$ cat config.mk
export PLATFORM = sky130hd
export DESIGN_NAME = itlb_top
export DESIGN_NICKNAME = d
export VERILOG_FILES = /design/src/hw/sv32_pkg.sv /design/src/hw/itlb_pkg.sv /design/src/hw/tlb_array_if.sv /design/src/hw/itlb_array.sv /design/src/hw/itlb_ctrl.sv /design/src/hw/itlb_top.sv
export VERILOG_INCLUDE_DIRS = /design/src /design/src/include
export SDC_FILE = /design/constraint.sdc
export NUM_CORES = 2
export LEC_CHECK = 0
export BUFFER_PORTS_ARGS = -buffer_cell sky130_fd_sc_hd__buf_2
export CORE_MARGIN = 10
export CORE_UTILIZATION = 62
export DETAILED_ROUTE_END_ITERATION = 7
export HOLD_SLACK_MARGIN = 0.05
export PLACE_DENSITY = 0.82
export SYNTH_ARGS = -nofsm -noshare
export SYNTH_HDL_FRONTEND = slang
export SYNTH_SLANG_ARGS = --single-unit
$ cat constraint.sdc
create_clock -name CLK -period 7.55 [get_ports CLK]
set_input_delay 1.1325 -clock CLK [delete_from_list [all_inputs] [get_ports CLK]]
set_output_delay 1.1325 -clock CLK [all_outputs]
set_load 0.02 [all_outputs]
$ cat src/include/itlb_cfg.svh
/* ITLB array geometry */

`ifndef ITLB_CFG_SVH
`define ITLB_CFG_SVH

// --------------------------------------------------
// 4KB page array

// total entries over all sets
`define ITLB_4KB_ENTRIES 16
// ways per set, power of two
`define ITLB_4KB_ASSOC 4

// --------------------------------------------------
// 4MB superpage array

`define ITLB_4MB_ENTRIES 4
`define ITLB_4MB_ASSOC 2

// sets per array follow as ENTRIES / ASSOC

`endif

$ cat src/hw/sv32_pkg.sv
/* Sv32 paging types */

package sv32_pkg;

    // --------------------------------------------------
    // address fields

    // virtual page number, vpn1 in [19:10], vpn0 in [9:0]
    typedef logic [19:0] vpn_t;

    // physical page number, ppn1 in [21:10], ppn0 in [9:0]
    typedef logic [21:0] ppn_t;

    typedef logic [8:0] asid_t;

    // privilege of the fetch
    typedef logic [1:0] exec_mode_t;

    localparam exec_mode_t MODE_USER       = 2'd0;
    localparam exec_mode_t MODE_SUPERVISOR = 2'd1;

    // --------------------------------------------------
    // page table entry, as read from memory

    typedef struct packed {
        logic [11:0] ppn1;
        logic [9:0]  ppn0;
        logic [1:0]  rsw;
        logic        d;
        logic        a;
        logic        g;
        logic        u;
        logic        x;
        logic        w;
        logic        r;
        logic        v;
    } pte_t;

endpackage

$ cat src/hw/itlb_pkg.sv
/* ITLB internal types */

package itlb_pkg;

    // --------------------------------------------------
    // array entry

    // full vpn kept since the set index is hashed with the asid
    typedef struct packed {
        logic            valid;
        sv32_pkg::asid_t asid;
        sv32_pkg::vpn_t  vpn;
        sv32_pkg::pte_t  pte;
    } tlb_entry_t;

    // --------------------------------------------------
    // controller FSM

    // IDLE       lookups from the core
    // MISS_REQ   request held toward the L2 TLB
    // MISS_WAIT  waiting for the L2 response pulse
    // FILL       array write and replayed response
    typedef enum logic [1:0] {
        IDLE,
        MISS_REQ,
        MISS_WAIT,
        FILL
    } ctrl_state_t;

endpackage

$ cat src/hw/tlb_array_if.sv
/* Controller to array link */

`include "itlb_cfg.svh"

interface tlb_array_if #(
    parameter int ASSOC = `ITLB_4KB_ASSOC
) ();

    // lookup, shared by core requests and sfence
    sv32_pkg::vpn_t        rd_vpn;
    sv32_pkg::asid_t       rd_asid;

    // combinational lookup result
    logic                  hit;
    itlb_pkg::tlb_entry_t  hit_entry;
    logic [ASSOC-1:0]      sf_hit_way_mask;

    // write port, fill into the PLRU victim or clear masked ways
    logic                  wr_valid;
    sv32_pkg::vpn_t        wr_vpn;
    sv32_pkg::asid_t       wr_asid;
    itlb_pkg::tlb_entry_t  wr_entry;
    logic                  wr_fill;
    logic [ASSOC-1:0]      wr_inv_mask;

    // PLRU update for the way that hit
    logic                  touch_valid;

    modport ctrl (
        output rd_vpn, rd_asid, wr_valid, wr_vpn, wr_asid, wr_entry, wr_fill,
        output wr_inv_mask, touch_valid,
        input  hit, hit_entry, sf_hit_way_mask
    );

    modport array (
        input  rd_vpn, rd_asid, wr_valid, wr_vpn, wr_asid, wr_entry, wr_fill,
        input  wr_inv_mask, touch_valid,
        output hit, hit_entry, sf_hit_way_mask
    );

endinterface

$ cat src/hw/itlb_array.sv
/* Set-associative TLB page array */

`include "itlb_cfg.svh"

module itlb_array #(
    parameter int NUM_SETS  = `ITLB_4KB_ENTRIES / `ITLB_4KB_ASSOC,
    parameter int ASSOC     = `ITLB_4KB_ASSOC,
    parameter bit SUPERPAGE = 1'b0
) (
    input logic        CLK,
    input logic        nRST,
    tlb_array_if.array port
);

    localparam int IDX_W   = (NUM_SETS > 1) ? $clog2(NUM_SETS) : 1;
    localparam int WAY_W   = $clog2(ASSOC);
    // superpages compare and index on vpn1 only
    localparam int TAG_LSB = SUPERPAGE ? 10 : 0;

    itlb_pkg::tlb_entry_t entry_q [NUM_SETS][ASSOC];
    logic [ASSOC-1:0]     valid_q [NUM_SETS];
    // heap-ordered tree, node 1 is the root
    logic [ASSOC-1:1]     plru_q  [NUM_SETS];

    logic [IDX_W-1:0]     rd_idx;
    logic [IDX_W-1:0]     wr_idx;
    logic [ASSOC-1:0]     way_hit;
    logic [WAY_W-1:0]     hit_way;
    logic [WAY_W-1:0]     victim_way;

    function automatic logic [IDX_W-1:0] set_index(input sv32_pkg::vpn_t vpn,
                                                   input sv32_pkg::asid_t asid);
        return vpn[TAG_LSB +: IDX_W] ^ asid[IDX_W-1:0];
    endfunction

    // follow the tree bits down to a leaf
    function automatic logic [WAY_W-1:0] plru_victim(input logic [ASSOC-1:1] tree);
        int unsigned node;
        node = 1;
        for (int lvl = 0; lvl < WAY_W; lvl++) begin
            node = 2 * node + tree[node];
        end
        return WAY_W'(node - ASSOC);
    endfunction

    // point every node on the path away from the used way
    function automatic logic [ASSOC-1:1] plru_touch(input logic [ASSOC-1:1] tree,
                                                    input logic [WAY_W-1:0] way);
        logic [ASSOC-1:1] tree_n;
        logic             dir;
        int unsigned      node;
        tree_n = tree;
        node = 1;
        for (int lvl = WAY_W - 1; lvl >= 0; lvl--) begin
            dir = way[lvl];
            tree_n[node] = ~dir;
            node = 2 * node + dir;
        end
        return tree_n;
    endfunction

    // --------------------------------------------------
    // lookup

    always_comb begin
        rd_idx = set_index(port.rd_vpn, port.rd_asid);
        wr_idx = set_index(port.wr_vpn, port.wr_asid);
        for (int w = 0; w < ASSOC; w++) begin
            way_hit[w] = valid_q[rd_idx][w]
                && entry_q[rd_idx][w].vpn[19:TAG_LSB] == port.rd_vpn[19:TAG_LSB]
                && (entry_q[rd_idx][w].asid == port.rd_asid || entry_q[rd_idx][w].pte.g);
        end
    end

    // lowest matching way
    always_comb begin
        hit_way = '0;
        for (int w = ASSOC - 1; w >= 0; w--) begin
            if (way_hit[w]) begin
                hit_way = WAY_W'(w);
            end
        end
    end

    assign port.hit             = |way_hit;
    assign port.sf_hit_way_mask = way_hit;
    assign victim_way           = plru_victim(plru_q[wr_idx]);

    always_comb begin
        port.hit_entry       = entry_q[rd_idx][hit_way];
        port.hit_entry.valid = valid_q[rd_idx][hit_way];
    end

    // --------------------------------------------------
    // state update

    always_ff @(posedge CLK or negedge nRST) begin
        if (!nRST) begin
            for (int s = 0; s < NUM_SETS; s++) begin
                valid_q[s] <= '0;
                plru_q[s]  <= '0;
            end
        end else begin
            if (port.wr_valid && port.wr_fill) begin
                valid_q[wr_idx][victim_way] <= port.wr_entry.valid;
            end else if (port.wr_valid) begin
                valid_q[wr_idx] <= valid_q[wr_idx] & ~port.wr_inv_mask;
            end
            // a fill counts as a use of the victim
            if (port.wr_valid && port.wr_fill) begin
                plru_q[wr_idx] <= plru_touch(plru_q[wr_idx], victim_way);
            end else if (port.touch_valid) begin
                plru_q[rd_idx] <= plru_touch(plru_q[rd_idx], hit_way);
            end
        end
    end

    always_ff @(posedge CLK) begin
        if (port.wr_valid && port.wr_fill) begin
            entry_q[wr_idx][victim_way] <= port.wr_entry;
        end
    end

endmodule

$ cat src/hw/itlb_ctrl.sv
/* ITLB controller */

`include "itlb_cfg.svh"

module itlb_ctrl (
    input  logic                 CLK,
    input  logic                 nRST,
    tlb_array_if.ctrl            arr_4kb,
    tlb_array_if.ctrl            arr_4mb,
    input  logic                 core_req_valid,
    input  sv32_pkg::exec_mode_t core_req_exec_mode,
    input  logic                 core_req_virtual_mode,
    input  sv32_pkg::asid_t      core_req_asid,
    input  sv32_pkg::vpn_t       core_req_vpn,
    output logic                 core_req_ready,
    output logic                 core_resp_valid,
    output sv32_pkg::ppn_t       core_resp_ppn,
    output logic                 core_resp_page_fault,
    output logic                 l2_tlb_req_valid,
    output sv32_pkg::asid_t      l2_tlb_req_asid,
    output sv32_pkg::vpn_t       l2_tlb_req_vpn,
    input  logic                 l2_tlb_req_ready,
    input  logic                 l2_tlb_resp_valid,
    input  sv32_pkg::asid_t      l2_tlb_resp_asid,
    input  sv32_pkg::vpn_t       l2_tlb_resp_vpn,
    input  sv32_pkg::pte_t       l2_tlb_resp_pte,
    input  logic                 l2_tlb_resp_is_superpage,
    input  logic                 sfence_inv_valid,
    input  sv32_pkg::asid_t      sfence_inv_asid,
    input  sv32_pkg::vpn_t       sfence_inv_vpn,
    output logic                 sfence_inv_ready
);

    itlb_pkg::ctrl_state_t       state_q;
    itlb_pkg::ctrl_state_t       state_d;
    logic                        in_fill;
    logic                        sf_accept;
    logic                        sf_write;
    logic                        core_accept;
    logic                        lookup_hit;
    logic                        hit_super;
    sv32_pkg::pte_t              hit_pte;
    logic                        resp_valid_d;
    logic                        resp_fault_d;
    sv32_pkg::ppn_t              resp_ppn_d;
    // miss register
    sv32_pkg::asid_t             miss_asid_q;
    sv32_pkg::vpn_t              miss_vpn_q;
    sv32_pkg::exec_mode_t        miss_mode_q;
    itlb_pkg::tlb_entry_t        fill_entry_q;
    logic                        fill_super_q;
    // sfence second stage
    logic                        sf_pend_q;
    sv32_pkg::asid_t             sf_asid_q;
    sv32_pkg::vpn_t              sf_vpn_q;
    logic [`ITLB_4KB_ASSOC-1:0]  sf_mask_4kb_q;
    logic [`ITLB_4MB_ASSOC-1:0]  sf_mask_4mb_q;

    function automatic logic page_fault(input sv32_pkg::pte_t pte, input logic is_super,
                                        input sv32_pkg::exec_mode_t mode);
        return !pte.v || !pte.x
            || (mode == sv32_pkg::MODE_USER && !pte.u)
            || (mode == sv32_pkg::MODE_SUPERVISOR && pte.u)
            || (is_super && pte.ppn0 != '0);
    endfunction

    // superpages take the page offset bits from vpn0
    function automatic sv32_pkg::ppn_t page_ppn(input sv32_pkg::pte_t pte, input logic is_super,
                                                input sv32_pkg::vpn_t vpn);
        return is_super ? {pte.ppn1, vpn[9:0]} : {pte.ppn1, pte.ppn0};
    endfunction

    // --------------------------------------------------
    // port arbitration

    assign in_fill          = state_q == itlb_pkg::FILL;
    assign sfence_inv_ready = !sf_pend_q && !in_fill;
    assign sf_accept        = sfence_inv_valid && sfence_inv_ready;
    // sfence takes the read port first
    assign core_req_ready   = state_q == itlb_pkg::IDLE && !sf_accept;
    assign core_accept      = core_req_valid && core_req_ready;
    // fill takes the write port first
    assign sf_write         = sf_pend_q && !in_fill;

    assign arr_4kb.rd_vpn      = sf_accept ? sfence_inv_vpn : core_req_vpn;
    assign arr_4kb.rd_asid     = sf_accept ? sfence_inv_asid : core_req_asid;
    assign arr_4mb.rd_vpn      = arr_4kb.rd_vpn;
    assign arr_4mb.rd_asid     = arr_4kb.rd_asid;
    assign arr_4kb.touch_valid = core_accept && core_req_virtual_mode && arr_4kb.hit;
    assign arr_4mb.touch_valid = core_accept && core_req_virtual_mode && !arr_4kb.hit
                                 && arr_4mb.hit;

    assign arr_4kb.wr_valid    = (in_fill && !fill_super_q) || sf_write;
    assign arr_4mb.wr_valid    = (in_fill && fill_super_q) || sf_write;
    assign arr_4kb.wr_fill     = in_fill;
    assign arr_4mb.wr_fill     = in_fill;
    assign arr_4kb.wr_vpn      = in_fill ? fill_entry_q.vpn : sf_vpn_q;
    assign arr_4mb.wr_vpn      = arr_4kb.wr_vpn;
    assign arr_4kb.wr_asid     = in_fill ? fill_entry_q.asid : sf_asid_q;
    assign arr_4mb.wr_asid     = arr_4kb.wr_asid;
    assign arr_4kb.wr_entry    = fill_entry_q;
    assign arr_4mb.wr_entry    = fill_entry_q;
    assign arr_4kb.wr_inv_mask = sf_mask_4kb_q;
    assign arr_4mb.wr_inv_mask = sf_mask_4mb_q;

    assign l2_tlb_req_valid    = state_q == itlb_pkg::MISS_REQ;
    assign l2_tlb_req_asid     = miss_asid_q;
    assign l2_tlb_req_vpn      = miss_vpn_q;

    // --------------------------------------------------
    // response and miss FSM

    always_comb begin
        lookup_hit   = arr_4kb.hit || arr_4mb.hit;
        hit_super    = !arr_4kb.hit;
        hit_pte      = arr_4kb.hit ? arr_4kb.hit_entry.pte : arr_4mb.hit_entry.pte;
        resp_valid_d = in_fill || (core_accept && (!core_req_virtual_mode || lookup_hit));
        if (in_fill) begin
            resp_fault_d = page_fault(fill_entry_q.pte, fill_super_q, miss_mode_q);
            resp_ppn_d   = page_ppn(fill_entry_q.pte, fill_super_q, miss_vpn_q);
        end else if (core_req_virtual_mode) begin
            resp_fault_d = page_fault(hit_pte, hit_super, core_req_exec_mode);
            resp_ppn_d   = page_ppn(hit_pte, hit_super, core_req_vpn);
        end else begin
            // bare mode
            resp_fault_d = 1'b0;
            resp_ppn_d   = sv32_pkg::ppn_t'(core_req_vpn);
        end
        if (resp_fault_d) begin
            resp_ppn_d = '0;
        end
    end

    always_comb begin
        state_d = state_q;
        case (state_q)
            itlb_pkg::IDLE: begin
                if (core_accept && core_req_virtual_mode && !lookup_hit) begin
                    state_d = itlb_pkg::MISS_REQ;
                end
            end
            itlb_pkg::MISS_REQ: begin
                if (l2_tlb_req_ready) begin
                    state_d = itlb_pkg::MISS_WAIT;
                end
            end
            itlb_pkg::MISS_WAIT: begin
                if (l2_tlb_resp_valid) begin
                    state_d = itlb_pkg::FILL;
                end
            end
            default: state_d = itlb_pkg::IDLE;
        endcase
    end

    always_ff @(posedge CLK or negedge nRST) begin
        if (!nRST) begin
            state_q         <= itlb_pkg::IDLE;
            core_resp_valid <= 1'b0;
            sf_pend_q       <= 1'b0;
        end else begin
            state_q         <= state_d;
            core_resp_valid <= resp_valid_d;
            if (sf_accept) begin
                sf_pend_q <= 1'b1;
            end else if (sf_write) begin
                sf_pend_q <= 1'b0;
            end
        end
    end

    always_ff @(posedge CLK) begin
        if (resp_valid_d) begin
            core_resp_ppn        <= resp_ppn_d;
            core_resp_page_fault <= resp_fault_d;
        end
        if (core_accept) begin
            miss_asid_q <= core_req_asid;
            miss_vpn_q  <= core_req_vpn;
            miss_mode_q <= core_req_exec_mode;
        end
        if (state_q == itlb_pkg::MISS_WAIT && l2_tlb_resp_valid) begin
            fill_entry_q.valid <= 1'b1;
            fill_entry_q.asid  <= l2_tlb_resp_asid;
            fill_entry_q.vpn   <= l2_tlb_resp_vpn;
            fill_entry_q.pte   <= l2_tlb_resp_pte;
            fill_super_q       <= l2_tlb_resp_is_superpage;
        end
        // matched ways are cleared in the next free write cycle
        if (sf_accept) begin
            sf_asid_q     <= sfence_inv_asid;
            sf_vpn_q      <= sfence_inv_vpn;
            sf_mask_4kb_q <= arr_4kb.sf_hit_way_mask;
            sf_mask_4mb_q <= arr_4mb.sf_hit_way_mask;
        end
    end

endmodule

$ cat src/hw/itlb_top.sv
/* Sv32 L1 instruction TLB */

`include "itlb_cfg.svh"

module itlb_top (
    input  logic                 CLK,
    input  logic                 nRST,
    // core request
    input  logic                 core_req_valid,
    input  sv32_pkg::exec_mode_t core_req_exec_mode,
    input  logic                 core_req_virtual_mode,
    input  sv32_pkg::asid_t      core_req_asid,
    input  sv32_pkg::vpn_t       core_req_vpn,
    output logic                 core_req_ready,
    // core response
    output logic                 core_resp_valid,
    output sv32_pkg::ppn_t       core_resp_ppn,
    output logic                 core_resp_page_fault,
    // L2 TLB request
    output logic                 l2_tlb_req_valid,
    output sv32_pkg::asid_t      l2_tlb_req_asid,
    output sv32_pkg::vpn_t       l2_tlb_req_vpn,
    input  logic                 l2_tlb_req_ready,
    // L2 TLB response, single-cycle pulse
    input  logic                 l2_tlb_resp_valid,
    input  sv32_pkg::asid_t      l2_tlb_resp_asid,
    input  sv32_pkg::vpn_t       l2_tlb_resp_vpn,
    input  sv32_pkg::pte_t       l2_tlb_resp_pte,
    input  logic                 l2_tlb_resp_is_superpage,
    // sfence invalidation
    input  logic                 sfence_inv_valid,
    input  sv32_pkg::asid_t      sfence_inv_asid,
    input  sv32_pkg::vpn_t       sfence_inv_vpn,
    output logic                 sfence_inv_ready
);

    tlb_array_if #(.ASSOC(`ITLB_4KB_ASSOC)) arr_4kb_if ();
    tlb_array_if #(.ASSOC(`ITLB_4MB_ASSOC)) arr_4mb_if ();

    itlb_ctrl i_itlb_ctrl (
        .arr_4kb (arr_4kb_if.ctrl),
        .arr_4mb (arr_4mb_if.ctrl),
        .*
    );

    itlb_array #(
        .NUM_SETS  (`ITLB_4KB_ENTRIES / `ITLB_4KB_ASSOC),
        .ASSOC     (`ITLB_4KB_ASSOC),
        .SUPERPAGE (1'b0)
    ) i_array_4kb (
        .CLK  (CLK),
        .nRST (nRST),
        .port (arr_4kb_if.array)
    );

    itlb_array #(
        .NUM_SETS  (`ITLB_4MB_ENTRIES / `ITLB_4MB_ASSOC),
        .ASSOC     (`ITLB_4MB_ASSOC),
        .SUPERPAGE (1'b1)
    ) i_array_4mb (
        .CLK  (CLK),
        .nRST (nRST),
        .port (arr_4mb_if.array)
    );

endmodule

==> out/metrics.yaml <==
synth_fa_ha_area_frac: 0.00100
hold_buffers: 0
crit_required_ps: 8120
htree_levels: 3
worstSetupStartpointType: "flip-flop"
finalInstanceArea_um2: 56400
place_area_um2: 52700
setup_viol: 0
ys_top_cells_by_area: "edfxtp_1, mux2i_1, nand2_1"
grt_max_degree: 75
yosysWarnings: 0
worstSetupEndpointType: "flip-flop"
cts_tree: "yes"
io_buffers: 178
synth_simple_gate_area_frac: 0.0760
reg2reg_from: "i_itlb_ctrl.state_q[0]"
yosys.cell_types.count: 82
criticalPathCategory: "flip-flop to flip-flop"
synth_area_um2: 50000
antenna_found_initial: 6
muxShareOfSynthArea: 0.0923
worstMarginPinSlew_ps: 1340
ff2ff_path_depth: 16
antenna_left: 0
fin_skew_ps: 23.4
clock-sinks: 1219
min_from: "i_array_4kb.plru_q[6]"
p_leak_nw: 19.4
synth-seq-cells: 1219
area_growth_pct: 12.9
ys.flop_type: "edfxtp_1"
yosysSeqAreaShare: 0.729
critPathMaxFanout: 29
hold_path_depth: 1
finalHoldViolCount: 0
async_reset_ff_frac: 0.0312
powerDensity_nw_per_um2: 333
utilization: 0.704
post_drt_via_cell_ratio: 6.62
drive_gt1_frac: 0.167
netlist.area_leader.share: 0.710
clkSlewWorstSetupHoldPaths_ps: 60
grt_pass1_vias: 30700
worst_ep_arrival_time_ps: 7090
irDropWorstVdd_mv: 0.210
dp_cells: 4369
place_hpwl_um: 79900
cts_resized: 0
firstDrtPassIters: 8
drc: 0
min_path_type: "flip-flop to flip-flop"
finalNetCount: 3559
startpoint: "i_itlb_ctrl.state_q[0]"
period_minus_slack_ps: 6510
synth_compound_area_frac: 0.0480
root_buffer: "clkbuf_16"
coreArea_um2: 80200
synthCells: 3158
fmax_ghz: 0.154
cts_max_path_buffers: 3
final_cell_mix: "edfxtp_1, nand2_1, mux2i_1"
synthXorXnorAreaFrac: 0.0372
num_rows: 104
synth_edf_count: 1181
drv_cap: 0
fin_setup_tns_ps: 0
fin_cells: 4584
slew_violations: 0
place.gp.congestion: 0.882
rr_endpoint: "i_itlb_ctrl.state_q[1]"
drtIter0Drc: 3986
die_h_um: 304
clk_latency_ps: 690
die_w_um: 304
post_cts_buffers: 0
vias: 30300
outcome: "finished, final reports clean"
track_usage: 0.281
whs_endpoint: "i_array_4kb.plru_q[6]"
die_area_um2: 92300
numCtsBuffers: 115
wl_per_cell_um: 29.0
maxSlewHeadroom: 0.107
avgSynthCellArea_um2: 15.8
final_common_cell: "edfxtp_1"
rrSetupSlack_ps: 1040
power_mw: 18.8
fin_crit_sh: 0.863
ioPinCount: 185
start_util: 0.623
grt.overflow.total: 0
n_fill_cell: 4947
synth_top_family_by_area: "multiplexers"
syn-num-nets: 3291
rsz0062_at_grt: "no"
wl_um: 133000
grt_pass1_wl_um: 195000
synth.largest_area_cell: "edfxtp_1"
cell type report:
class | count | area (um2) | share of cell area
Clock buffer | 142 | 3020 | 0.0536
Inverter | 14 | 55.1 | 0.000976
Multi-Input combinational cell | 1774 | 12900 | 0.229
Sequential cell | 1219 | 36400 | 0.645
Clock inverter | 71 | 666 | 0.0118
Antenna cell | 2 | 5.00 | 0.0000887
Timing Repair Buffer | 302 | 2000 | 0.0354
Tap cell | 1060 | 1330 | 0.0235
synth_stat cells (24+ instances only):
cell type / count
a211oi_1: 32
a21oi_1: 71
a31oi_1: 37
and3_1: 54
buf_2: 39
clkbuf_1: 68
dfrtp_1: 38
edfxtp_1: 1181
mux2_2: 25
mux2i_1: 303
mux4_2: 52
nand2_1: 408
nand3_1: 139
nand4_1: 24
nor2_1: 80
o21ai_0: 51
xnor2_1: 150
xor2_1: 62
critical path, cell delays in order, from the launching register on:
cell	delay, ps
dfrtp_1	410
ha_2	200
or3b_1	660
inv_4	560
mux2i_1	780
nand2_1	190
mux2_2	320
nand4b_1	110
a211oi_1	60
a21oi_1	750
nor3_1	150
buf_4	250
nor2_1	450
and3_1	300
nand3_1	240
a222oi_1	500
mux2_2	390
worst max path at each step:
stage | endpoint | cells past startpoint
final | i_itlb_ctrl.state_q[1] | 16
after global routing | i_itlb_ctrl.state_q[1] | 16
after CTS | i_itlb_ctrl.state_q[1] | 16
after detailed placement | i_itlb_ctrl.state_q[1] | 16
after global placement | i_itlb_ctrl.core_resp_ppn[10] | 18
after floorplan | i_itlb_ctrl.core_resp_page_fault | 15
kinds of logic after synthesis:
kind of cell	count (synthesis)
flops	1219
simple gates	819
mux	389
compound gates	350
xor+xnor	212
buf+inv	165
fa+ha+maj	4
metrics by stage:
step                setup slack [ps]  hold WS [ps]
floorplan                       2040           443
global placement                 757           464
detailed placement               629           466
CTS                             1190           479
global route                     806           532
finish                          1040           483
routing by layer:
layer / wire (um) / GRT usage
met5: 49 / 0
met4: 5810 / 0.124
met3: 16400 / 0.0669
met2: 62100 / 0.441
met1: 48600 / 0.372
flip-flops by register name, summed over array words and instances (netlist names), 2 cells and up:
register	cells
i_itlb_ctrl.l2_tlb_req_asid	9
i_itlb_ctrl.arr_4mb.wr_inv_mask	2
i_itlb_ctrl.l2_tlb_req_vpn	20
i_itlb_ctrl.core_resp_ppn	22
i_array_4kb.plru_q	12
i_array_4mb.plru_q	2
i_itlb_ctrl.miss_mode_q	2
i_array_4kb.entry_q	880
i_array_4mb.valid_q	4
i_array_4kb.valid_q	16
i_itlb_ctrl.sf_vpn_q	3
i_itlb_ctrl.sf_asid_q	2
i_itlb_ctrl.arr_4kb.wr_entry	55
i_itlb_ctrl.arr_4kb.wr_inv_mask	4
i_itlb_ctrl.state_q	2
i_array_4mb.entry_q	180
power by group:
| part | leakage (nW) | internal (mW) | switching [mW] |
|---|---|---|---|
| clock | 1.79 | 3.27 | 2.44 |
| combinational | 6.43 | 1.52 | 2.94 |
| sequential | 11.1 | 8.24 | 0.382 |
No activity file was read; power rests on OpenSTA's default activity.
